### config.mk
export PLATFORM = sky130hd
export DESIGN_NAME = symbol_encoder
export DESIGN_NICKNAME = d
export VERILOG_FILES = /design/src/hdl/led_string_pkg.sv /design/src/hdl/symbol_encoder.sv
export SDC_FILE = /design/constraint.sdc
export NUM_CORES = 1
export LEC_CHECK = 0
export BUFFER_PORTS_ARGS = -buffer_cell sky130_fd_sc_hd__buf_2
export CAP_MARGIN = 20
export CORE_AREA = 3 3 40 42
export DETAILED_ROUTE_END_ITERATION = 12
export DIE_AREA = 0 0 43 45
export PLACE_DENSITY = 0.55
export SYNTH_ARGS = -nofsm -noshare
export SYNTH_HDL_FRONTEND = slang
export SYNTH_SLANG_ARGS = --single-unit
### constraint.sdc
create_clock -name clk -period 4.6 [get_ports clk]
set_clock_uncertainty 0.2 [all_clocks]
set_input_delay 0.23 -clock clk [delete_from_list [all_inputs] [get_ports clk]]
set_output_delay 0.23 -clock clk [all_outputs]
set_load 0.01 [all_outputs]
### src/hdl/led_string_pkg.sv
/* Line protocol timing, pixel memory geometry and sequencer states
   for the serial LED string controller. Referenced by scoped names. */

package led_string_pkg;

  // Symbol slot timing, in prescaler ticks
  localparam int SYM_CNT_W = 5;
  localparam logic [SYM_CNT_W-1:0] SYM_LEN = 5'd24; // Full slot
  localparam logic [SYM_CNT_W-1:0] T0_LEN  = 5'd8;  // Active part of a 0
  localparam logic [SYM_CNT_W-1:0] T1_LEN  = 5'd16; // Active part of a 1

  // Pixel memory
  localparam int PIX_W      = 8;
  localparam int PIX_ADDR_W = 10;
  localparam int PIX_DEPTH  = 1024;

  // Frame sequencer
  typedef enum logic [1:0] {
    SEQ_IDLE,  // Waiting for start
    SEQ_FETCH, // Memory read issued
    SEQ_LOAD,  // Read data captured
    SEQ_SEND   // Bits offered to the encoder
  } seq_state_e;

endpackage

### src/hdl/symbol_encoder.sv
/* Pulse-width encoder. Each accepted bit becomes one SYM_LEN-tick symbol
   on sout_o, active level first, then the idle level. */

`timescale 1ns/1ps

module symbol_encoder (
  input  logic clk,
  input  logic rst_n,
  input  logic enable_i,
  input  logic tick_i,
  input  logic polarity_i,  // Idle level of the line
  input  logic bit_value_i,
  input  logic bit_valid_i,
  output logic bit_ready_o,
  output logic sout_o
);

  logic [led_string_pkg::SYM_CNT_W-1:0] cnt_q;
  logic                                 bit_q;
  logic                                 pol_q;
  logic                                 at_rest;
  logic                                 accept;
  logic                                 active;

  assign at_rest = (cnt_q == led_string_pkg::SYM_LEN);
  assign accept  = tick_i && at_rest && bit_valid_i;

  // Still inside the active part of the current symbol
  assign active = (cnt_q < (bit_q ? led_string_pkg::T1_LEN : led_string_pkg::T0_LEN));

  always_ff @(posedge clk) begin
    if (!rst_n || !enable_i) begin
      cnt_q       <= led_string_pkg::SYM_LEN;
      bit_ready_o <= 1'b0;
      sout_o      <= 1'b0;
    end else begin
      if (accept) begin
        cnt_q <= '0;
      end else if (tick_i && !at_rest) begin
        cnt_q <= cnt_q + 1'b1;
      end
      bit_ready_o <= accept; // One cycle after the bit was taken

      if (at_rest) begin
        sout_o <= polarity_i;
      end else begin
        sout_o <= active ? ~pol_q : pol_q;
      end
    end
  end

  // Symbol payload
  always_ff @(posedge clk) begin
    if (accept) begin
      bit_q <= bit_value_i;
      pol_q <= polarity_i;
    end
  end

endmodule

==> flow_metrics.env <==
export IMPL_grt_overflow=0
export IMPL_cts_sinks=9
export IMPL_antenna_found_initial=0
export IMPL_io_pins=9
export IMPL_path_class="register to register"
export IMPL_routed_wl_um=895
export IMPL_netlist_area_um2=497
export IMPL_p_per_area_nw_per_um2=280
export IMPL_diodes=0
export IMPL_fmax_ghz=0.598
export IMPL_final_min_clock_period_ns=1.67
export IMPL_setup_viol=0
export IMPL_firstDrtPassIters=3
export IMPL_synth_edf_count=2
export IMPL_ir_worst_vdd_mv=0.118
export IMPL_arrival_ns=1.66
export IMPL_grt_usage_pct=9.77
export IMPL_report_final_slew_viol_count=0
export IMPL_grt_setup_unrepaired="false"
export IMPL_viasPerCell=5.36
export IMPL_ys_types=27
export IMPL_syn_to_final_growth_pct=18.9
export IMPL_dieArea_um2=1940
export IMPL_drive_above_1_share_pct=29.5
export IMPL_period_share_pct=36.3
export IMPL_synth_compound_area_share_pct=19.1
export IMPL_cp_required_ns=4.59
export IMPL_grt_max_degree=10
export IMPL_post_synth_top_area_cell="dfxtp_1"
export IMPL_synth_seq_cells=9
export IMPL_post_route_util_pct=46.0
export IMPL_ant_nets=0
export IMPL_relSlewSlack_pct=81.7
export IMPL_yosys_cell_count_top_type="dfxtp_1"
export IMPL_synth_top_area_share_pct=28.2
export IMPL_dieWidth_um=43
export IMPL_max_cap_violations=0
export IMPL_io_buffers=8
export IMPL_row_count=13
export IMPL_setup_tns_ns=0
export IMPL_synthTopCellsByArea="dfxtp_1, edfxtp_1, ha_1"
export IMPL_final_nets=72
export IMPL_synth_area_per_cell_um2=10.3
export IMPL_synthFlopType="dfxtp_1"
export IMPL_vias=407
export IMPL_synthMuxAreaShare_pct=2.02
export IMPL_clk_pin_slew_worst_paths_ns=0.06
export IMPL_synthSimpleGateAreaFrac_pct=26.4
export IMPL_cts_made_buffers=3
export IMPL_root_buffer="clkbuf_4"
export IMPL_syn_inst=48
export IMPL_yosysSeqAreaShare_pct=40.3
export IMPL_async_reset_ff_share_pct=0
export IMPL_cts_htree_levels=1
export IMPL_clk_latency_ns=0.25
export IMPL_core_area_um2=1280
export IMPL_grt_pass1_wl_um=1380
export IMPL_synth_common_cells="dfxtp_1, nand2_1"
export IMPL_wl_per_cell_um=11.8
export IMPL_setup_worst_path_end_class="register"
export IMPL_syn_nets=58
export IMPL_synth_top_family_by_area="simple AND/OR/NAND/NOR gates"
export IMPL_start_util_pct=38.7
export IMPL_status="complete, no violations"
export IMPL_cts_buffer_depth=2
export IMPL_crit_fanout=8
export IMPL_yosys_warnings=0
export IMPL_die_height_um=45
export IMPL_hold_viol=0
export IMPL_synth_xor_area_share_pct=0
export IMPL_place_congestion=0.723
export IMPL_hold_path_class="primary input to register"
export IMPL_p_leak_nw=0.237
export IMPL_worst_slew_pin_slew_ns=0.273
export IMPL_drt_initial_drc_count=1
export IMPL_cts_tree="built"
export IMPL_grt_pass1_vias=324
export IMPL_synth_fa_ha_area_share_pct=7.56
export IMPL_drc=0
export IMPL_hpwl_um=693
export IMPL_startpoint_type="register"
cells in the final DEF, fill, tap and decap left out, types with 2 or more instances in the layout:
cell type and n:
buf_2 8, dfxtp_1 7, nand2_1 4, inv_1 3
nand4_1 3, o21ai_0 3, ha_1 3, clkbuf_4 3
nand3_1 2, o21a_1 2, o31ai_1 2, edfxtp_1 2
dlygate4sd3_1 2
registers in the layout (all words and copies together), names as in the netlist:
name and count:
cnt_q 5, sout_o 1, bit_ready_o 1, pol_q 1, bit_q 1
path summary, 6_finish.rpt:
path	startpoint	endpoint	slack, ns	cells after the start
max	cnt_q[0]$_SDFFE_PP0P_	cnt_q[2]$_SDFFE_PP0P_	2.93	5
max reg2reg	cnt_q[0]$_SDFFE_PP0P_	cnt_q[2]$_SDFFE_PP0P_	2.93	5
min reg2reg	cnt_q[1]$_SDFFE_PP0P_	cnt_q[1]$_SDFFE_PP0P_	0.33	2
min	bit_valid_i	bit_ready_o$_SDFF_PP0_	0.08	3
layout make-up:
class	count	area, um2
tap	15	18.8
inverter	3	11.3
multi-input combinational	35	274
sequential	9	200
clock buffer	4	26.3
timing repair buffer	10	60.1
fill	136	694
power breakdown:
group	switching [mW]	total (mW)	internal [mW]	leakage, nW
logic	0.0101	0.0204	0.0103	0.147
registers	0.00219	0.0856	0.0835	0.0756
clock network	0.0261	0.0595	0.0333	0.0150
logic make-up (layout without fill, tap and decap cells):
kind of cell	after synthesis	in the layout
simple gates	18	18
compound gates	13	13
flops	9	9
buf+inv	4	17
fa+ha+maj	3	3
mux	1	1
worst max-delay path, stage by stage (launching register included):
cell      delay, ns
dfxtp_1        0.37
inv_1          0.09
ha_1           0.28
nand4b_4       0.17
or3b_1         0.37
a21oi_2        0.11
per-stage QoR:
stage	area, um2	instances	hold slack (ns)	total power, mW	setup WS, ns
after global routing	591	76	0.0864	0.174	2.83
after floorplan	497	48	0.129	0.101	3.07
after global placement	544	70	0.207	0.107	2.96
final	591	76	0.0781	0.166	2.93
after CTS	591	76	0.0733	0.169	2.93
after detailed placement	544	70	0.211	0.107	2.97
routing by layer:
layer  vias up  share of wire, %  track usage [%]
met2         6                44             14.4
li1        208                 -                -
met4         0              0.67             5.42
met1       191                51             13.1
met3         2               4.1             2.39
met5         -                 0                0
repair_timing:
action	CTS	global route
endpoints found under the hold margin	2	0
resized for setup	0	0
hold buffers	2	0
setup buffers	0	0
Power figures use the tool's default switching activity.
