<file path="config.mk">
export PLATFORM = sky130hd
export DESIGN_NAME = tick_prescaler
export DESIGN_NICKNAME = d
export VERILOG_FILES = /design/src/hdl/led_regs_pkg.sv /design/src/hdl/tick_prescaler.sv
export SDC_FILE = /design/constraint.sdc
export NUM_CORES = 1
export LEC_CHECK = 0
export ABC_AREA = 1
export BUFFER_PORTS_ARGS = -buffer_cell sky130_fd_sc_hd__buf_2
export CORE_MARGIN = 1.5
export CORE_UTILIZATION = 62
export CTS_BUF_LIST = sky130_fd_sc_hd__clkbuf_8
export DETAILED_ROUTE_END_ITERATION = 10
export PLACE_DENSITY_LB_ADDON = 0.1
export REMOVE_ABC_BUFFERS = 1
export SLEW_MARGIN = 20
export SYNTH_ARGS = -nofsm -noshare
export SYNTH_HDL_FRONTEND = slang
export SYNTH_SLANG_ARGS = --single-unit
</file>
<file path="constraint.sdc">
create_clock -name clk -period 2.8 [get_ports clk]
set_clock_uncertainty 0.1 [all_clocks]
set_input_delay 0.14 -clock clk [delete_from_list [all_inputs] [get_ports clk]]
set_output_delay 0.14 -clock clk [all_outputs]
set_load 0.005 [all_outputs]
</file>
<file path="src/hdl/led_regs_pkg.sv">
/* Bus geometry, register map and field positions of the controller's
   slave interface. Referenced by scoped names. */

package led_regs_pkg;

  localparam int BUS_ADDR_W  = 13;
  localparam int BUS_DATA_W  = 32;
  localparam int PRESC_W     = 16; // Divider register width
  localparam int MEM_SEL_BIT = 12; // Set for the pixel memory window

  // Word offsets inside the register window
  typedef enum logic [1:0] {
    REG_CONFIG  = 2'd0,
    REG_DIVIDER = 2'd1,
    REG_CTRL    = 2'd2
  } reg_offset_e;

  // CONFIG fields
  localparam int ENABLE_BIT   = 31;
  localparam int IRQ_EN_BIT   = 30;
  localparam int POLARITY_BIT = 29;

  // CTRL fields, first index sits at the bottom
  localparam int START_BIT = 31;
  localparam int BUSY_BIT  = 29;
  localparam int LAST_LSB  = 16;

endpackage

</file>
<file path="src/hdl/tick_prescaler.sv">
/* Clock divider for the symbol slot tick. One tick every divider+1
   clocks while enabled. */

`timescale 1ns/1ps

module tick_prescaler (
  input  logic                             clk,
  input  logic                             rst_n,
  input  logic                             enable_i,
  input  logic [led_regs_pkg::PRESC_W-1:0] divider_i,
  output logic                             tick_o
);

  logic [led_regs_pkg::PRESC_W-1:0] cnt_q;

  always_ff @(posedge clk) begin
    if (!rst_n || !enable_i) begin
      cnt_q  <= '0;
      tick_o <= 1'b0;
    end else if (cnt_q >= divider_i) begin // Also recovers from a lowered divider
      cnt_q  <= '0;
      tick_o <= 1'b1;
    end else begin
      cnt_q  <= cnt_q + 1'b1;
      tick_o <= 1'b0;
    end
  end

endmodule

</file>
==> results_dict.tcl, run 1 <==
set metrics [dict create \
    setup_violations 0 \
    ir_drop_uv 408 \
    critPathKind "reg -> reg" \
    cts_hold_buf 0 \
    ys_seq_area_frac 0.274 \
    cpMostUsedCell "nand2_1" \
    die_area_um2 2280 \
    syn_inst 167 \
    endpoint_kind "flip-flop" \
    ys_ff_latch 17 \
    drive_above_1_share 0.238 \
    htree_levels 1 \
    cts_tree "built" \
    gp_congestion 0.877 \
    dr.pass1.iters 4 \
    powerDensity_nw_per_um2 337 \
    clock_sinks 17 \
    placedCellCount 210 \
    die_w_um 47.7 \
    worst_pin_slew_ns 0.268 \
    met2_usage 0.491 \
    core_um2 1800 \
    synth_cell_type_count 21 \
    finish.net_count 226 \
    grt_max_degree 17 \
    clockRootBuffer "clkbuf_8" \
    num_antenna_cells 0 \
    path_max_fanout 16 \
    grt_use_total 0.264 \
    power.total_w 0.000472 \
    grt_pass1_vias 1084 \
    die-height_um 47.7 \
    fin_cells 214 \
    numPortBuffers 19 \
    core.rowCount 15 \
    hp-class "in -> reg" \
    startpoint_type "flip-flop" \
    cp_data_required_time_ns 2.88 \
    p_leak_nw 0.657 \
    wire_per_inst_um 11.9 \
    post-cts-setup-buffer-count 0 \
    syn_to_final_growth_pct 12.9 \
    hpwl_um 2000 \
    grt_pass1_wl_um 4210 \
    start_util 0.688 \
    slowest_delay_ns 0.41 \
    clk_latency_ns 0.25 \
    cts.clk_slew.worst_paths_ns 0.07 \
    drt_iter0_markers 25 \
    antenna_found_initial 0 \
    max_cap_violations 0 \
    drt_wl_total_um 2540 \
    crit_buf_inv 0 \
    run_status "completed" \
    finalHoldViolations 0 \
    rsz0062_at_grt "false" \
    synth_area_per_cell_um2 7.42 \
    worstPathCellList "ha_1 -> nand2_1 -> nor2_1 -> nor2_1 -> nand2_1 -> nand2_1 -> nand2_1 -> nand2_2 -> nand3_4 -> nor2_1" \
    grt_use_met3 0.0415 \
    cts_buffers 3 \
    vias_per_cell 5.08 \
    finalMaxSlewViolations 0 \
    globalRoute.busiestLayer "met2" \
    io_pins 20 \
    clock_path_buffers 2 \
    slew-limit-headroom 0.821 \
    synthesis.area_um2 1240 \
    max_freq_mhz 578 \
    fin_setup_tns_ns 0 \
    arrival_ns 1.81 \
    cpMaxStageDelayCell "dfxtp_1" \
    cts_resized 0 \
    timing.final.crit_period_ns 1.73 \
    antenna_left 0 \
    use_met1 0.290 \
    grt_overflow 0 \
    drc 0 \
    crit_family "simple AND/OR/NAND/NOR gates" \
    synth_warnings 0 \
    vias 1088 \
    finalCritPeriodShare 0.618 \
]
## registers in the layout, indices dropped and copies added (netlist names)
signal,flops
cnt_q,16
tick_o,1
## final cells by class
cell class / count / area, um^2
Clock buffer: 3 / 41.3
Sequential cell: 17 / 340
Timing Repair Buffer: 19 / 95.1
Inverter: 34 / 128
Tap cell: 25 / 31.3
Fill cell: 140 / 402
Clock inverter: 1 / 3.75
Multi-Input combinational cell: 115 / 761
## per-stage QoR
stage	utilization	hold slack, ns	worst slack [ns]	instance area [um^2]
after detailed placement	0.752	0.350	1.10	1360
after floorplan	-	0.179	1.29	1230
final	0.777	0.0946	1.07	1400
after global placement	0.752	0.360	1.17	1360
after CTS	0.777	0.0848	1.08	1400
after global routing	0.777	0.0817	0.896	1400
## layout by cell type (no fill, tap or decap)
cell type / count
xnor2_1: 5
nand2_2: 3
nor2_1: 17
ha_1: 17
nand3_2: 1
o21ai_1: 1
dfxtp_1: 17
clkbuf_8: 3
nand4_1: 4
inv_1: 33
nand2_1: 26
nand3_1: 6
nor3_1: 2
xor2_1: 8
o21a_1: 1
nor2_2: 14
nor3_2: 1
nand3_4: 1
buf_2: 19
inv_2: 2
nor3_4: 1
a21oi_1: 7
## worst register-to-register path, cell delays in order (launching register included)
cell	delay, ns
dfxtp_1	0.41
ha_1	0.29
nand2_1	0.09
nor2_1	0.05
nor2_1	0.08
nand2_1	0.06
nand2_1	0.05
nand2_1	0.06
nand2_2	0.09
nand3_4	0.22
nor2_1	0.17
## cell usage after synthesis, drive strengths merged
cell / count / area [um^2]
inv: 34 / 128
xor2: 8 / 70.1
o21ai: 1 / 5.00
ha: 17 / 213
buf: 1 / 11.3
dfxtp: 17 / 340
nand4: 4 / 25.0
nand3: 8 / 57.6
o21a: 1 / 7.51
nand2: 29 / 116
a21oi: 7 / 35.0
nor3: 4 / 36.3
xnor2: 5 / 43.8
nor2: 31 / 151
## worst paths after layout
check	start	end	slack [ns]	cells after the start
setup reg to reg	cnt_q[3]	cnt_q[8]	1.07	10
setup / recovery	cnt_q[3]	cnt_q[8]	1.07	10
hold reg to reg	cnt_q[0]	cnt_q[0]	0.39	1
hold / removal	rst_n	tick_o	0.09	3
## metal layers
layer,part of all wire,wire length [um]
met1,0.41,1050
met2,0.52,1320
met3,0.040,101
met4,0.028,72
met5,0,0
## cell families after synthesis
family,synth area share
compound gates,0.0383
simple gates,0.312
buf+inv,0.112
flops,0.274
fa+ha+maj,0.172
xor+xnor,0.0918
## report_power, final
part           switching, W  internal (W)  total (W)  leakage [nW]
clock network     0.0000837     0.0000973   0.000181        0.0269
logic             0.0000252     0.0000209  0.0000461         0.493
registers        0.00000171      0.000243   0.000245         0.137
total              0.000111      0.000361   0.000472         0.657
Note: power is estimated with default switching activity, not from simulation.
==> run 2, diff against run 1 <==
CORE_UTILIZATION = 52   (was 62)
clock period = 1.5 ns   (was 2.8 ns; I/O delays follow)
==> results_dict.tcl, run 2 (synthesis gave the netlist of run 1 again) <==
set metrics [dict create \
    utilization 0.811 \
    violations "negative setup slack" \
    drt_iter0_markers 38 \
    grt_max_degree 10 \
    syn_to_final_growth_pct 46.0 \
    critPathKind "reg -> reg" \
    io_pins 20 \
    antenna_found_initial 0 \
    cts_buffers 3 \
    max_cap_violations 0 \
    cts.clk_slew.worst_paths_ns 0.06 \
    drt_wl_total_um 3070 \
    grt_pass1_wl_um 4710 \
    top_layer "met4" \
    drive_above_1_share 0.476 \
    finalCritPeriodShare 1.04 \
    nFillCells 146 \
    startpoint_type "flip-flop" \
    cp_data_required_time_ns 1.59 \
    setup_slack_ns -0.0565 \
    finalMaxSlewViolations 0 \
    endpoint_kind "flip-flop" \
    core_um2 2230 \
    grt_use_total 0.239 \
    cts_tree "built" \
    die_w_um 51.8 \
    hp-class "in -> reg" \
    powerDensity_nw_per_um2 510 \
    worst_pin_slew_ns 0.252 \
    setup_violations 17 \
    dr_wl_met2_um 1660 \
    max_freq_mhz 642 \
    top_register "cnt_q" \
    timing.final.crit_period_ns 1.56 \
    clock_sinks 17 \
    clock_path_buffers 2 \
    clockRootBuffer "clkbuf_8" \
    met3WireLength_um 125 \
    num_antenna_cells 0 \
    die-height_um 51.8 \
    numPortBuffers 19 \
    hpwl_um 1960 \
    clk_latency_ns 0.25 \
    wire_per_inst_um 12.8 \
    detailedPlace.worstSlack_ns -0.132 \
    grt_pass1_vias 1156 \
    path_max_fanout 8 \
    core.rowCount 17 \
    ir_drop_uv 729 \
    run_status "complete, but fails checks" \
    die_area_um2 2690 \
    rsz0062_at_grt "true" \
    final_common_cell "inv_1" \
    arrival_ns 1.65 \
    vias_per_cell 5.04 \
    gp_congestion 0.875 \
    largest_reg_flops 16 \
    finish.net_count 249 \
    vias 1210 \
    grt_overflow 0 \
    slew-limit-headroom 0.831 \
    p_leak_nw 0.834 \
    start_util 0.555 \
    largestRegisters "cnt_q x16, tick_o x1" \
    dr.pass1.iters 4 \
    antenna_left 0 \
    wl_met1_um 1260 \
    mostFrequentLayoutCells "inv_1, nand2_1, buf_4, buf_2, nor2_2" \
    drc 0 \
    htree_levels 1 \
    finalHoldViolations 0 \
]
run 2: changes by cell type in the layout (fill, tap and decap cells not counted), moves of 5 or more:
cell	before	now
dfxtp_1	17	10
buf_4	0	20
dfxtp_2	0	7
ha_1	17	7
nand2_1	26	21
a21oi_2	0	6
a21oi_1	7	1
ha_4	0	10
run 2: routing by layer:
| metal | track usage | vias up |
|---|---|---|
| li1 | - | 611 |
| met1 | 0.281 | 569 |
| met2 | 0.428 | 26 |
| met3 | 0.0603 | 4 |
| met4 | 0.0614 | 0 |
| met5 | 0 | - |
run 2: worst max-delay path, cell delays in order (launching register included):
cell,delay (ns)
dfxtp_1,0.32
ha_1,0.30
a21oi_2,0.13
o21a_1,0.17
nand2_2,0.08
nand2_4,0.09
nand3_4,0.15
nor2_2,0.15
run 2: power by group:
group	internal, W	total, W	leakage [nW]	switching [W]
logic	0.0000607	0.000127	0.667	0.0000663
clock network	0.000182	0.000339	0.0269	0.000157
registers	0.000454	0.000457	0.141	0.00000221
total	0.000697	0.000923	0.834	0.000226
run 2: layout make-up:
| type | instances | area [um^2] | area share |
|---|---|---|---|
| clock buffer | 3 | 41.3 | 0.0228 |
| clock inverter | 1 | 3.75 | 0.00207 |
| inverter | 34 | 128 | 0.0705 |
| multi-input combinational | 116 | 988 | 0.546 |
| sequential | 17 | 349 | 0.193 |
| tap | 28 | 35.0 | 0.0194 |
| timing repair buffer | 41 | 265 | 0.147 |
run 2: path summary, 6_finish.rpt:
check,startpoint,end,slack (ns),cells after the start
worst max-delay path,cnt_q[7],cnt_q[3],-0.06,7
worst min-delay path,enable_i,cnt_q[15],0.23,5
worst max register to register,cnt_q[7],cnt_q[3],-0.06,7
worst min register to register,cnt_q[0],cnt_q[0],0.45,2
run 2: timing repair:
item	4_1_cts	5_1_grt
cloned	1	0
setup endpoints to repair	16	17
hold buffers	2	0
resized for setup	19	23
endpoints found under the hold margin	1	0
pin swaps	13	21
setup buffers	0	1
run 2: per-stage QoR:
stage	hold slack (ns)	area (um^2)	instances	TNS, ns	total power (W)
6_report	0.233	1810	240	-0.507	0.000923
5_1_grt	0.253	1810	240	-1.68	0.000963
4_1_cts	0.221	1690	239	-0.439	0.000910
3_5_place_dp	0.242	1500	232	-1.83	0.000555
3_3_place_gp	0.227	1500	232	-1.26	0.000550
2_1_floorplan	0.114	1230	166	-0.106	0.000517
==> run 3, diff against run 2 <==
PLACE_DENSITY = 0.77   (was not set)
PLACE_DENSITY_LB_ADDON = not set   (was 0.1)
SKIP_LAST_GASP = 1   (was not set)
==> results_dict.tcl, run 3 (synthesis gave the netlist of run 1 again) <==
set metrics [dict create \
    ir_drop_uv 703 \
    grt_pass1_wl_um 5350 \
    placedCellCount 230 \
    cts_buffers 3 \
    drt_iter0_markers 28 \
    timing.final.crit_period_ns 1.67 \
    num_antenna_cells 0 \
    regArea_um2 350 \
    grt_pass1_vias 1296 \
    rsz0062_at_grt "true" \
    vias_per_cell 5.08 \
    setup_violations 17 \
    grt_use_total 0.274 \
    cts_tree "built" \
    cp_data_required_time_ns 1.59 \
    die-height_um 51.8 \
    grt_overflow 0 \
    setup_slack_ns -0.166 \
    worst_pin_slew_ns 0.283 \
    clockRootBuffer "clkbuf_8" \
    place_area_um2 1490 \
    nFillCells 149 \
    htree_levels 1 \
    wire_per_inst_um 13.5 \
    finalCritPeriodShare 1.11 \
    power.total_w 0.000915 \
    drt_wl_total_um 3240 \
    finalMaxSlewViolations 0 \
    drc 0 \
    antenna_left 0 \
    cts.clk_slew.worst_paths_ns 0.07 \
    io_pins 20 \
    antenna_found_initial 0 \
    clock_sinks 17 \
    clk_latency_ns 0.26 \
    core_um2 2230 \
    critPathKind "reg -> reg" \
    arrival_ns 1.75 \
    fin_area_um2 1740 \
    startpoint_type "flip-flop" \
    drive_above_1_share 0.431 \
    clock_path_buffers 2 \
    multiInputGateArea_um2 918 \
    dr.pass1.iters 4 \
    vias 1213 \
    syn_to_final_growth_pct 40.5 \
    p_leak_nw 0.797 \
    final_common_cell "inv_1" \
    violations "negative setup slack" \
    max_cap_violations 0 \
    max_freq_mhz 600 \
    run_status "complete, but fails checks" \
    mostFrequentLayoutCells "inv_1, nand2_1, buf_2, nor2_2, buf_4" \
    slew-limit-headroom 0.811 \
    start_util 0.555 \
    finalHoldViolations 0 \
    path_max_fanout 8 \
    die_area_um2 2690 \
    endpoint_kind "flip-flop" \
    core.rowCount 17 \
    hpwl_um 2150 \
    largestRegisters "cnt_q x16, tick_o x1" \
    top_register "cnt_q" \
    numPortBuffers 19 \
    gp_congestion 0.835 \
    hp-class "in -> reg" \
    powerDensity_nw_per_um2 526 \
    largest_reg_flops 16 \
    die_w_um 51.8 \
    fin_cells 239 \
    grt_max_degree 10 \
    finish.net_count 248 \
]
[run 3: routing by layer]
layer	GRT usage	vias to the layer above	wire [um]
met2	0.553	31	1800
met1	0.273	573	1250
met5	0	-	0
met4	0.0614	0	51
li1	-	602	-
met3	0.0661	7	134
[run 3: critical path, cell delays in order, from the launching register on]
cell and delay, ns:
dfxtp_1 0.38, ha_4 0.23, a21oi_1 0.22, a21oi_2 0.11
nor2_4 0.21, nand3_4 0.20, nor2_4 0.15
[run 3: final cells by class]
class | count | area share
repair buffers | 40 | 0.152
flip-flops and latches | 17 | 0.201
multi-input cells | 116 | 0.527
clock buffers | 3 | 0.0237
clock inverters | 1 | 0.00216
inverters | 34 | 0.0733
well taps | 28 | 0.0201
[run 3: worst paths after layout]
kind              startpoint  slack (ns)       end  cells past startpoint
setup / recovery   cnt_q[11]       -0.17  cnt_q[3]                      6
hold reg to reg     cnt_q[0]        0.43  cnt_q[0]                      2
setup reg to reg   cnt_q[11]       -0.17  cnt_q[3]                      6
hold / removal      enable_i        0.29  cnt_q[1]                      5
[run 3: stage by stage]
step | utilization | setup TNS, ns | hold WS, ns | worst slack [ns]
after floorplan | - | -0.106 | 0.114 | -0.0125
after global routing | 0.780 | -4.19 | 0.322 | -0.284
final | 0.780 | -2.24 | 0.294 | -0.166
after CTS | 0.760 | -0.987 | 0.237 | -0.0931
after detailed placement | 0.666 | -2.11 | 0.243 | -0.162
after global placement | 0.666 | -1.15 | 0.251 | -0.0818
[run 3: report_power, final]
part	total [W]	internal [W]	switching [W]
logic	0.000122	0.0000578	0.0000645
clock network	0.000338	0.000182	0.000156
registers	0.000455	0.000453	0.00000221
[run 3: repair_timing]
| item | in CTS | in global routing |
|---|---|---|
| hold buffers | 2 | 0 |
| hold endpoints to repair | 1 | 0 |
| pin swaps | 16 | 6 |
| cloned | 1 | 0 |
| setup endpoints to repair | 16 | 17 |
| buffers inserted | 1 | 1 |
| gates resized for setup | 22 | 11 |
