### src/hdl/led_string_pkg.sv
/* Line protocol timing, pixel memory geometry and sequencer states
   for the serial LED string controller. Referenced by scoped names. */

package led_string_pkg;

  // Symbol slot timing, in prescaler ticks
  localparam int SYM_CNT_W = 5;
  localparam logic [SYM_CNT_W-1:0] SYM_LEN = 5'd24; // Full slot
  localparam logic [SYM_CNT_W-1:0] T0_LEN  = 5'd8;  // Active part of a 0
  localparam logic [SYM_CNT_W-1:0] T1_LEN  = 5'd16; // Active part of a 1

  // Pixel memory
  localparam int PIX_W      = 8;
  localparam int PIX_ADDR_W = 10;
  localparam int PIX_DEPTH  = 1024;

  // Frame sequencer
  typedef enum logic [1:0] {
    SEQ_IDLE,  // Waiting for start
    SEQ_FETCH, // Memory read issued
    SEQ_LOAD,  // Read data captured
    SEQ_SEND   // Bits offered to the encoder
  } seq_state_e;

endpackage

### src/hdl/led_regs_pkg.sv
/* Bus geometry, register map and field positions of the controller's
   slave interface. Referenced by scoped names. */

package led_regs_pkg;

  localparam int BUS_ADDR_W  = 13;
  localparam int BUS_DATA_W  = 32;
  localparam int PRESC_W     = 16; // Divider register width
  localparam int MEM_SEL_BIT = 12; // Set for the pixel memory window

  // Word offsets inside the register window
  typedef enum logic [1:0] {
    REG_CONFIG  = 2'd0,
    REG_DIVIDER = 2'd1,
    REG_CTRL    = 2'd2
  } reg_offset_e;

  // CONFIG fields
  localparam int ENABLE_BIT   = 31;
  localparam int IRQ_EN_BIT   = 30;
  localparam int POLARITY_BIT = 29;

  // CTRL fields, first index sits at the bottom
  localparam int START_BIT = 31;
  localparam int BUSY_BIT  = 29;
  localparam int LAST_LSB  = 16;

endpackage

### src/hdl/led_registers.sv
/* Bus slave of the controller. Holds CONFIG, DIVIDER and CTRL, maps the
   pixel memory at MEM_SEL_BIT and raises the end-of-frame interrupt. */

`timescale 1ns/1ps

module led_registers (
  input  logic                                    clk,
  input  logic                                    rst_n,
  input  logic                                    wb_cyc_i,
  input  logic                                    wb_stb_i,
  input  logic                                    wb_we_i,
  input  logic [led_regs_pkg::BUS_ADDR_W-1:0]     wb_adr_i,
  input  logic [led_regs_pkg::BUS_DATA_W-1:0]     wb_dat_i,
  output logic [led_regs_pkg::BUS_DATA_W-1:0]     wb_dat_o,
  output logic                                    wb_ack_o,
  output logic                                    enable_o,
  output logic                                    polarity_o,
  output logic [led_regs_pkg::PRESC_W-1:0]        divider_o,
  output logic [led_string_pkg::PIX_ADDR_W-1:0]   first_o,
  output logic [led_string_pkg::PIX_ADDR_W-1:0]   last_o,
  output logic                                    start_o,
  output logic                                    irq_o,
  input  logic                                    busy_i,
  output logic                                    mem_en_o,
  output logic                                    mem_we_o,
  output logic [led_string_pkg::PIX_ADDR_W-1:0]   mem_addr_o,
  output logic [led_string_pkg::PIX_W-1:0]        mem_wdata_o,
  input  logic [led_string_pkg::PIX_W-1:0]        mem_rdata_i
);

  led_regs_pkg::reg_offset_e offset;

  logic valid;      // Access pending, not yet acked
  logic mem_sel;
  logic reg_wr;
  logic mem_step_q; // Second cycle of a memory access
  logic irq_en_q;
  logic busy_q;

  assign valid   = wb_cyc_i && wb_stb_i && !wb_ack_o;
  assign mem_sel = wb_adr_i[led_regs_pkg::MEM_SEL_BIT];
  assign offset  = led_regs_pkg::reg_offset_e'(wb_adr_i[3:2]);
  assign reg_wr  = valid && !mem_sel && wb_we_i;

  // Port A is driven in the first cycle of a window access
  assign mem_en_o    = valid && mem_sel && !mem_step_q;
  assign mem_we_o    = mem_en_o && wb_we_i;
  assign mem_addr_o  = wb_adr_i[led_regs_pkg::MEM_SEL_BIT-1:2];
  assign mem_wdata_o = wb_dat_i[led_string_pkg::PIX_W-1:0];

  //////////////////////////////////////////////////
  // Handshake, configuration and interrupt
  //////////////////////////////////////////////////
  always_ff @(posedge clk) begin
    if (!rst_n) begin
      wb_ack_o   <= 1'b0;
      mem_step_q <= 1'b0;
      enable_o   <= 1'b0;
      irq_en_q   <= 1'b0;
      polarity_o <= 1'b0;
      divider_o  <= '0;
      first_o    <= '0;
      last_o     <= '0;
      start_o    <= 1'b0;
      busy_q     <= 1'b0;
      irq_o      <= 1'b0;
    end else begin
      if (valid && mem_sel) begin
        mem_step_q <= !mem_step_q;
        wb_ack_o   <= mem_step_q; // Read data is back by now
      end else begin
        mem_step_q <= 1'b0;
        wb_ack_o   <= valid;
      end

      start_o <= 1'b0;
      if (reg_wr) begin
        case (offset)
          led_regs_pkg::REG_CONFIG: begin
            enable_o   <= wb_dat_i[led_regs_pkg::ENABLE_BIT];
            irq_en_q   <= wb_dat_i[led_regs_pkg::IRQ_EN_BIT];
            polarity_o <= wb_dat_i[led_regs_pkg::POLARITY_BIT];
          end
          led_regs_pkg::REG_DIVIDER: divider_o <= wb_dat_i[led_regs_pkg::PRESC_W-1:0];
          led_regs_pkg::REG_CTRL: begin
            first_o <= wb_dat_i[led_string_pkg::PIX_ADDR_W-1:0];
            last_o  <= wb_dat_i[led_regs_pkg::LAST_LSB +: led_string_pkg::PIX_ADDR_W];
            start_o <= wb_dat_i[led_regs_pkg::START_BIT]; // Self-clearing
          end
          default: ;
        endcase
      end

      busy_q <= busy_i;
      irq_o  <= irq_en_q && busy_q && !busy_i; // Frame just ended
    end
  end

  // Read mux, captured together with ack
  always_ff @(posedge clk) begin
    if (valid) begin
      wb_dat_o <= '0;
      if (mem_sel) begin
        wb_dat_o[led_string_pkg::PIX_W-1:0] <= mem_rdata_i;
      end else begin
        case (offset)
          led_regs_pkg::REG_CONFIG: begin
            wb_dat_o[led_regs_pkg::ENABLE_BIT]   <= enable_o;
            wb_dat_o[led_regs_pkg::IRQ_EN_BIT]   <= irq_en_q;
            wb_dat_o[led_regs_pkg::POLARITY_BIT] <= polarity_o;
          end
          led_regs_pkg::REG_DIVIDER: wb_dat_o[led_regs_pkg::PRESC_W-1:0] <= divider_o;
          led_regs_pkg::REG_CTRL: begin
            wb_dat_o[led_regs_pkg::BUSY_BIT] <= busy_i;
            wb_dat_o[led_regs_pkg::LAST_LSB +: led_string_pkg::PIX_ADDR_W] <= last_o;
            wb_dat_o[led_string_pkg::PIX_ADDR_W-1:0] <= first_o;
          end
          default: ;
        endcase
      end
    end
  end

endmodule

### config.mk
export PLATFORM = sky130hd
export DESIGN_NAME = led_registers
export DESIGN_NICKNAME = d
export VERILOG_FILES = /design/src/hdl/led_string_pkg.sv /design/src/hdl/led_regs_pkg.sv /design/src/hdl/led_registers.sv
export SDC_FILE = /design/constraint.sdc
export NUM_CORES = 1
export LEC_CHECK = 0
export ABC_AREA = 1
export CAP_MARGIN = 30
export CELL_PAD_IN_SITES_DETAIL_PLACEMENT = 0
export CELL_PAD_IN_SITES_GLOBAL_PLACEMENT = 1
export CORE_MARGIN = 2
export CORE_UTILIZATION = 25
export CTS_CLUSTER_SIZE = 24
export DETAILED_ROUTE_END_ITERATION = 10
export DONT_BUFFER_PORTS = 1
export PLACE_DENSITY_LB_ADDON = 0.1
export SLEW_MARGIN = 10
export SYNTH_ARGS = -nofsm -noshare
export SYNTH_HDL_FRONTEND = slang
export SYNTH_SLANG_ARGS = --single-unit
### constraint.sdc
create_clock -name clk -period 1.49 [get_ports clk]
set_input_delay 0.0745 -clock clk [delete_from_list [all_inputs] [get_ports clk]]
set_output_delay 0.0745 -clock clk [all_outputs]
set_load 0.03 [all_outputs]
==> results.toml, run 1 <==
[route]
avgViaCountPerCell = 4.11
wl_per_cell_um = 14.4
drt_iter0_drc = 118
drt-total-wl_mm = 10.0
ant_nets = 0
via_count = 2860
drc_errors = 0
drt_pre_antenna_iters = 4

[layout]
num_antenna_cells = 0
num-fill-cells = 1543
area_growth_pct = 25.3
num-nets-final = 573
fin_cells = 696
postLayoutCellArea_sq_um = 4470
post_route_cells_drive_above_1_share_pct = 10.9

[worst_setup_path]
crit_type = "primary input to flip-flop"
crit_fanout = 27
worstRegToRegCells = 6
path_cells = "dlygate4sd3_1 -> nand2_1 -> nor2_4 -> buf_12 -> nand3_4 -> nand2_1 -> inv_1 -> nor2_1"
cp_num_buf_inv = 3
crit_arrival_ns = 1.63
path_common_cell = "nand2_1"
cpLargestDelayFamily = "buffers and inverters"
cpPeakStageDelay_ns = 0.52
cpMaxStageDelayCell = "dlygate4sd3_1"
cp.depth = 8
cp-start-kind = "primary input"
required_ns = 1.76
end_kind = "flip-flop"

[placement]
place_area_sq_um = 3820
dp.cells = 644
place_congestion = 0.718
hpwlAfterDp_mm = 6.74
io_buffers = 0

[die]
rows = 43
core_area_sq_um = 13900
start_util_pct = 25.7
pin_count = 152
die_h_um = 123
die_area_sq_um = 15200
die_w_um = 123

[synth]
ys.flop_type = "dfxtp_1"
syn_area_per_cell_sq_um = 7.57
yosysUniqueCellTypes = 22
syn_area_sq_um = 3560
yosysWarnings = 0
synth_edf_count = 29
synth_top_area_share_pct = 24.7
synth_top_area_cell = "dfxtp_1"
synthCells = 471
synth-async-reset-ratio_pct = 0
synth_seq_area_share_pct = 49.1
synth_area_leaders = "dfxtp_1, edfxtp_1, inv_1"
ys_ff_latch = 73

[clocking]
cts_htree_levels = 3
cts_max_path_buffers = 2
cts_buffers = 9
cts_tree = "done"
path_clk_slew_ns = 0.05
clkLatencyLatePin_ns = 0.34
cts_resized = 0
cts-root-buf = "clkbuf_16"
cts.sinks = 73

[global_routing]
first_global_vias = 2679
grt_first_pass_wirelength_mm = 15.1
track_usage_pct = 13.5
grt.overflow.total = 0
antenna_found_initial = 0
grt_max_degree = 44

[power_and_ir_drop]
ir_worst_vdd_mv = 0.447
p_total_w = 0.00468
p_leak_nw = 2.05
p_per_area_nw_per_um2 = 1050

[sta]
min_period_ns = 1.36
fin_skew_ns = 0.00623
setup_tns_ns = 0
rsz0062_at_grt = "no"
slew_viol_final = 0
finalHoldViolCount = 0
min_period_over_period_pct = 91.3
finalSetupViolations = 0
fmax_mhz = 735
hold_ws_ns = 0.00351

[min_path]
hp-class = "primary input to flip-flop"
whs_path_depth = 4

[job]
cap_viol_max_count = 0

[outcome]
status = "completed"
-- layer usage --
layer  part of all wire (%)  GRT usage (%)  vias up
met5                      0              0        -
met4                    1.4           4.76        0
met3                    6.3           4.61       13
met2                     45           20.6       87
met1                     47           17.7     1285
li1                       -              -     1475
-- where the power goes --
group,internal [W],leakage (nW),total [W],switching (W)
sequential,0.00212,0.635,0.00222,0.0000909
clock,0.00121,0.136,0.00204,0.000824
combinational,0.000162,1.28,0.000423,0.000261
-- cell usage after synthesis (2+ instances only) --
library cell / number
buf_1: 2
edfxtp_1: 29
o22ai_1: 9
buf_6: 2
a21oi_1: 2
clkbuf_1: 4
nand2_1: 113
dfxtp_1: 44
ha_1: 3
inv_1: 118
buf_2: 14
nand4_1: 39
nor2_1: 61
nand3_2: 2
buf_4: 22
-- final cells by class --
cell class                 instances  area (sq um)  share of cell area, %
timing repair buffer              71           671                   15.0
clock inverter                     3          17.5                  0.392
clock buffer                      13           260                   5.82
multi-input combinational        238          1100                   24.6
sequential                        73          1750                   39.2
inverter                         118           443                   9.91
tap                              180           225                   5.04
-- path summary, 6_finish.rpt --
kind	from	to	slack [ns]
hold / removal	wb_dat_i[16]	last_o[0]	0.004
hold reg to reg	busy_q	irq_o	0.46
setup / recovery	wb_stb_i	divider_o[6]	0.13
setup reg to reg	wb_ack_o	divider_o[6]	0.15
-- stage by stage --
step	util [%]	worst slack, ns
after floorplan	-	0.0360
after global placement	27.5	0.141
after detailed placement	27.5	0.108
after CTS	32.2	0.0842
after global routing	32.2	0.00122
final	32.2	0.130
-- layout by cell type, fill, tap and decap left out, types with 2 or more instances in the layout --
master         Yosys  routed
nor2_1            61      60
conb_1             1       3
edfxtp_1          29      29
o22ai_1            9       9
buf_12             0       4
nand2_1          113     113
a21oi_1            2       2
nand3_2            2       2
nand4_1           39      39
clkbuf_1           4       2
buf_4             22      32
dlygate4sd3_1      0      35
ha_1               3       3
clkbuf_8           0       2
clkinv_2           0       2
inv_1            118     118
dfxtp_1           44      44
clkbuf_16          0       9
-- worst register-to-register path, delay by kind of cell, from the launching register on --
family,cells,cell delay [ns]
DFF,1,0.33
buffers and inverters,2,0.26
and+or+nand+nor,4,0.69
-- timing repair --
action / CTS / global route
hold endpoints to repair: 52 / 0
buffers inserted: 0 / 0
endpoints found under the setup margin: 0 / 0
hold buffers: 36 / 0
-- flip-flops by register name, summed over array words and instances, names as in the netlist, 10 cells and up --
register   count
first_o       10
divider_o     16
wb_dat_o      29
last_o        10
-- cell families after synthesis --
family,count (synthesis),share of synthesized area (%)
flops,73,49.1
other cells,1,0.105
simple gates,221,27.6
fa+ha+maj,3,1.05
compound gates,11,1.86
buf+inv,162,20.3
No activity file was read; power rests on OpenSTA's default activity.
==> run 2, diff against run 1 <==
--- a/config.mk
+++ b/config.mk
@@ -10,7 +10,7 @@
 export CELL_PAD_IN_SITES_DETAIL_PLACEMENT = 0
 export CELL_PAD_IN_SITES_GLOBAL_PLACEMENT = 1
 export CORE_MARGIN = 2
-export CORE_UTILIZATION = 25
+export CORE_UTILIZATION = 39
 export CTS_CLUSTER_SIZE = 24
 export DETAILED_ROUTE_END_ITERATION = 10
 export DONT_BUFFER_PORTS = 1
==> run 2 against run 1 <==
Routed wire length down 12%; setup slack better by 0.10 ns; hold slack better by 0.013 ns; clock skew up 0.00070 ns; via count up 0.73%; non-clock buffer count up 5; die area down 35%; sequential share of layout area up 0.72 points; register-to-register slack better by 0.15 ns.
==> results.toml, run 2 (synthesized netlist as in run 1, its figures left out) <==
[layout]
area_growth_pct = 23.1
num_antenna_cells = 0
num-nets-final = 578
top_register = "wb_dat_o"
top_regs = "wb_dat_o (29), divider_o (16)"
largest_reg_flops = 29
final_common_cell = "inv_1"
postLayoutCellArea_sq_um = 4390
final_cell_mix = "inv_1, nand2_1, nor2_1"
post_route_cells_drive_above_1_share_pct = 10.4

[sta]
rsz0062_at_grt = "no"
finalSetupViolations = 0
min_period_over_period_pct = 84.6
setup_tns_ns = 0
min_period_ns = 1.26
fmax_mhz = 794
slew_viol_final = 0
fin_skew_ns = 0.00693
finalHoldViolCount = 0
fin_ws_ns = 0.230

[power_and_ir_drop]
p_total_w = 0.00433
ir_worst_vdd_mv = 0.476
p_leak_nw = 2.04
p_per_area_nw_per_um2 = 987

[die]
die_h_um = 99.6
die_area_sq_um = 9920
rows = 34
pin_count = 152
core_area_sq_um = 8810
start_util_pct = 40.5
die_w_um = 99.6

[worst_setup_path]
reg2reg_slack_ns = 0.30
r2r_start = "wb_ack_o"
crit_type = "flip-flop to output pin"
path_cells = "nor2_1 -> nand2_1 -> nor2_2 -> buf_4"
cpMaxStageDelayCell = "dfxtp_1"
crit_arrival_ns = 1.19
required_ns = 1.42
cpPeakStageDelay_ns = 0.30
cp-start-kind = "flip-flop"
r2r-end = "last_o[9]"
crit_fanout = 3
end_kind = "output pin"
worstRegToRegCells = 7

[clocking]
cts_tree = "done"
cts.sinks = 73
cts_htree_levels = 3
cts_resized = 0
cts_max_path_buffers = 2
cts-root-buf = "clkbuf_8"
path_clk_slew_ns = 0.08
cts_buffers = 9
clkLatencyLatePin_ns = 0.34

[route]
ant_nets = 0
drt_pre_antenna_iters = 4
drc_errors = 0
avgViaCountPerCell = 4.58
wl_per_cell_um = 14.0
drt_iter0_drc = 66
drt-total-wl_mm = 8.79
via_count = 2881

[min_path]
holdPathEnd = "first_o[2]"
hp-class = "primary input to flip-flop"
worstHoldStart = "wb_dat_i[2]"
whs_path_depth = 4

[placement]
place_area_sq_um = 3710
place_congestion = 0.727
io_buffers = 0
hpwlAfterDp_mm = 5.66
dp_slack_ns = 0.147

[global_routing]
grt_first_pass_wirelength_mm = 14.3
antenna_found_initial = 0
first_global_vias = 2829
track_usage_pct = 18.4
grt.overflow.total = 0
grt_max_degree = 41

[job]
cap_viol_max_count = 0

[outcome]
status = "completed"
## run 2: area by class of cell
class | count | area, sq um
Clock inverter | 6 | 82.6
Inverter | 118 | 443
Multi-Input combinational cell | 238 | 1100
Clock buffer | 10 | 128
Sequential cell | 73 | 1750
Fill cell | 861 | 4420
Tap cell | 108 | 135
Timing Repair Buffer | 76 | 748
## run 2: what timing repair did
action,in CTS,in global routing
hold buffers,42,0
endpoints found under the setup margin,2,0
endpoints found under the hold margin,52,0
setup buffers,3,0
## run 2: worst max-delay path by stage
stage	start	endpoint	slack [ns]	cells after the start
after floorplan	wb_ack_o	mem_we_o	0.04	4
after global placement	wb_adr_i[2]	wb_dat_o[1]	0.18	6
after detailed placement	wb_adr_i[2]	wb_dat_o[29]	0.15	4
after CTS	mem_step_q	mem_we_o	0.21	4
after global routing	mem_step_q	mem_we_o	0.13	4
final	mem_step_q	mem_we_o	0.23	4
## run 2: power by group
part | internal (W) | leakage [nW] | switching [W] | total, W
Clock | 0.000933 | 0.0976 | 0.000744 | 0.00168
Combinational | 0.000182 | 1.31 | 0.000257 | 0.000440
Sequential | 0.00212 | 0.635 | 0.0000920 | 0.00221
Total | 0.00324 | 2.04 | 0.00109 | 0.00433
## run 2: worst max-delay path: cells and delay by family (launching register included)
| kind | cells | cell delay (ns) |
|---|---|---|
| DFF | 1 | 0.30 |
| and+or+nand+nor | 3 | 0.39 |
| buffers and inverters | 1 | 0.16 |
## run 2: layer usage
layer / global-route usage, % / up-vias / share of wire [%]
met2: 29.2 / 85 / 46
met1: 24.3 / 1294 / 47
met3: 4.71 / 16 / 5.8
met5: 0 / - / 0
met4: 7.06 / 0 / 1.8
li1: - / 1486 / -
## run 2: metrics by stage
step	cells	util (%)	hold WS (ns)
global placement	568	42.2	0.149
floorplan	473	-	0.168
finish	629	49.8	0.0169
detailed placement	568	42.2	0.149
global route	629	49.8	0.0270
CTS	629	49.8	0.00364
==> run 3, diff against run 2 <==
==> constraint.sdc (replaced) <==
create_clock -name clk -period 1 [get_ports clk]
set_input_delay 0.05 -clock clk [delete_from_list [all_inputs] [get_ports clk]]
set_output_delay 0.05 -clock clk [all_outputs]
set_load 0.03 [all_outputs]
==> run 3 against run 2 <==
The flow now finishes with violations (negative hold slack, negative setup slack); clock skew rose by 0.0073 ns; final cell count rose by 1.9%; die area did not move; critical path type unchanged; setup slack got worse by 0.45 ns; via count rose by 0.56%; clock power rose by 52%; combinational power rose by 65%; register-to-register slack got worse by 0.49 ns; hold slack got worse by 0.21 ns; critical path depth did not move; utilization rose by 2.6 points.
==> results.toml, run 3 (synthesized netlist as in run 1, its figures left out) <==
[layout]
num-nets-final = 590
post_route_cells_drive_above_1_share_pct = 23.3
largest_reg_flops = 29
num_antenna_cells = 0
final_common_cell = "inv_1"
top_register = "wb_dat_o"
area_growth_pct = 29.5
final_cell_mix = "inv_1, nand2_1, buf_4"
post-route-util_pct = 52.4
top_regs = "wb_dat_o (29), divider_o (16)"

[die]
start_util_pct = 40.5
pin_count = 152
die_w_um = 99.6
die_area_sq_um = 9920
core_area_sq_um = 8810
die_h_um = 99.6
rows = 34

[clocking]
path_clk_slew_ns = 0.09
cts_hold_buf = 14
cts_max_path_buffers = 2
cts_tree = "done"
clkLatencyLatePin_ns = 0.36
cts_buffers = 9
cts.sinks = 73
cts-root-buf = "clkbuf_8"
cts_htree_levels = 3

[route]
wl_per_cell_um = 14.3
via_count = 2897
drt_iter0_drc = 77
drc_errors = 0
ant_nets = 0
avgViaCountPerCell = 4.52
drt-total-wl_mm = 9.15
drt_pre_antenna_iters = 4

[global_routing]
track_usage_pct = 18.8
first_global_vias = 2782
grt_max_degree = 42
antenna_found_initial = 0
grt.overflow.total = 0
grt_first_pass_wirelength_mm = 14.3

[power_and_ir_drop]
p_total_w = 0.00655
p_per_area_nw_per_um2 = 1420
ir_worst_vdd_mv = 0.541
p_leak_nw = 2.18

[sta]
finalHoldViolCount = 39
min_period_over_period_pct = 122
min_period_ns = 1.22
fin_ws_ns = -0.218
fin_skew_ns = 0.0143
rsz0062_at_grt = "yes"
finalSetupViolations = 71
hold_ws_ns = -0.193
fmax_mhz = 821
slew_viol_final = 0

[job]
cap_viol_max_count = 0

[outcome]
status = "complete, but fails checks"
violations = "negative hold slack, negative setup slack"

[placement]
place_congestion = 0.774
io_buffers = 0
hpwlAfterDp_mm = 5.87

[worst_setup_path]
crit_fanout = 3
crit_type = "flip-flop to output pin"
end_kind = "output pin"
worstRegToRegCells = 7
required_ns = 0.95
cpMaxStageDelayCell = "dfxtp_4"
cp-start-kind = "flip-flop"
cpPeakStageDelay_ns = 0.35
cp.depth = 4
crit_arrival_ns = 1.17
path_common_cell = "nor2_4"
cp_num_buf_inv = 1
cpLargestDelayFamily = "flip-flops"
path_cells = "nor2_4 -> buf_12 -> nand2_8 -> nor2_4"

[min_path]
whs_path_depth = 2
hp-class = "primary input to flip-flop"
## run 3: routing by layer
metal,vias to the layer above,share of wire (%),track usage [%]
li1,1509,-,-
met2,75,48,30.3
met4,0,1.5,7.27
met5,-,0,0
met1,1300,45,24.2
met3,13,5.1,4.92
## run 3: per-stage QoR
stage	worst slack (ns)	cell area, sq um	cells	TNS [ns]
2_1_floorplan	-0.146	3630	473	-7.67
3_3_place_gp	-0.139	3990	599	-7.86
3_5_place_dp	-0.161	3990	599	-9.14
4_1_cts	-0.251	4480	636	-13.76
5_1_grt	-0.277	4620	641	-14.92
6_report	-0.218	4620	641	-10.93
## run 3: worst paths after layout
kind              slack, ns      from       endpoint
setup / recovery      -0.22  wb_ack_o       mem_we_o
hold reg to reg        0.45    busy_q          irq_o
hold / removal        -0.19     rst_n      last_o[6]
setup reg to reg      -0.19  wb_ack_o  divider_o[11]
## run 3: final cells by class
class,count,area (sq um)
timing repair buffer,87,880
fill,905,4190
clock buffer,11,131
inverter,118,443
multi-input combinational,239,1190
tap,108,135
sequential,73,1760
clock inverter,5,80.1
## run 3: power by group
group	switching (W)	total [W]	internal, W
clock network	0.00114	0.00255	0.00140
registers	0.000116	0.00327	0.00316
logic	0.000414	0.000724	0.000311
## run 3: repair_timing
item | CTS | global route
gates cloned | 2 | 4
endpoints found under the hold margin | 53 | 39
pin swaps | 2 | 20
gates resized for setup | 12 | 30
buffers inserted | 5 | 3
endpoints found under the setup margin | 71 | 73
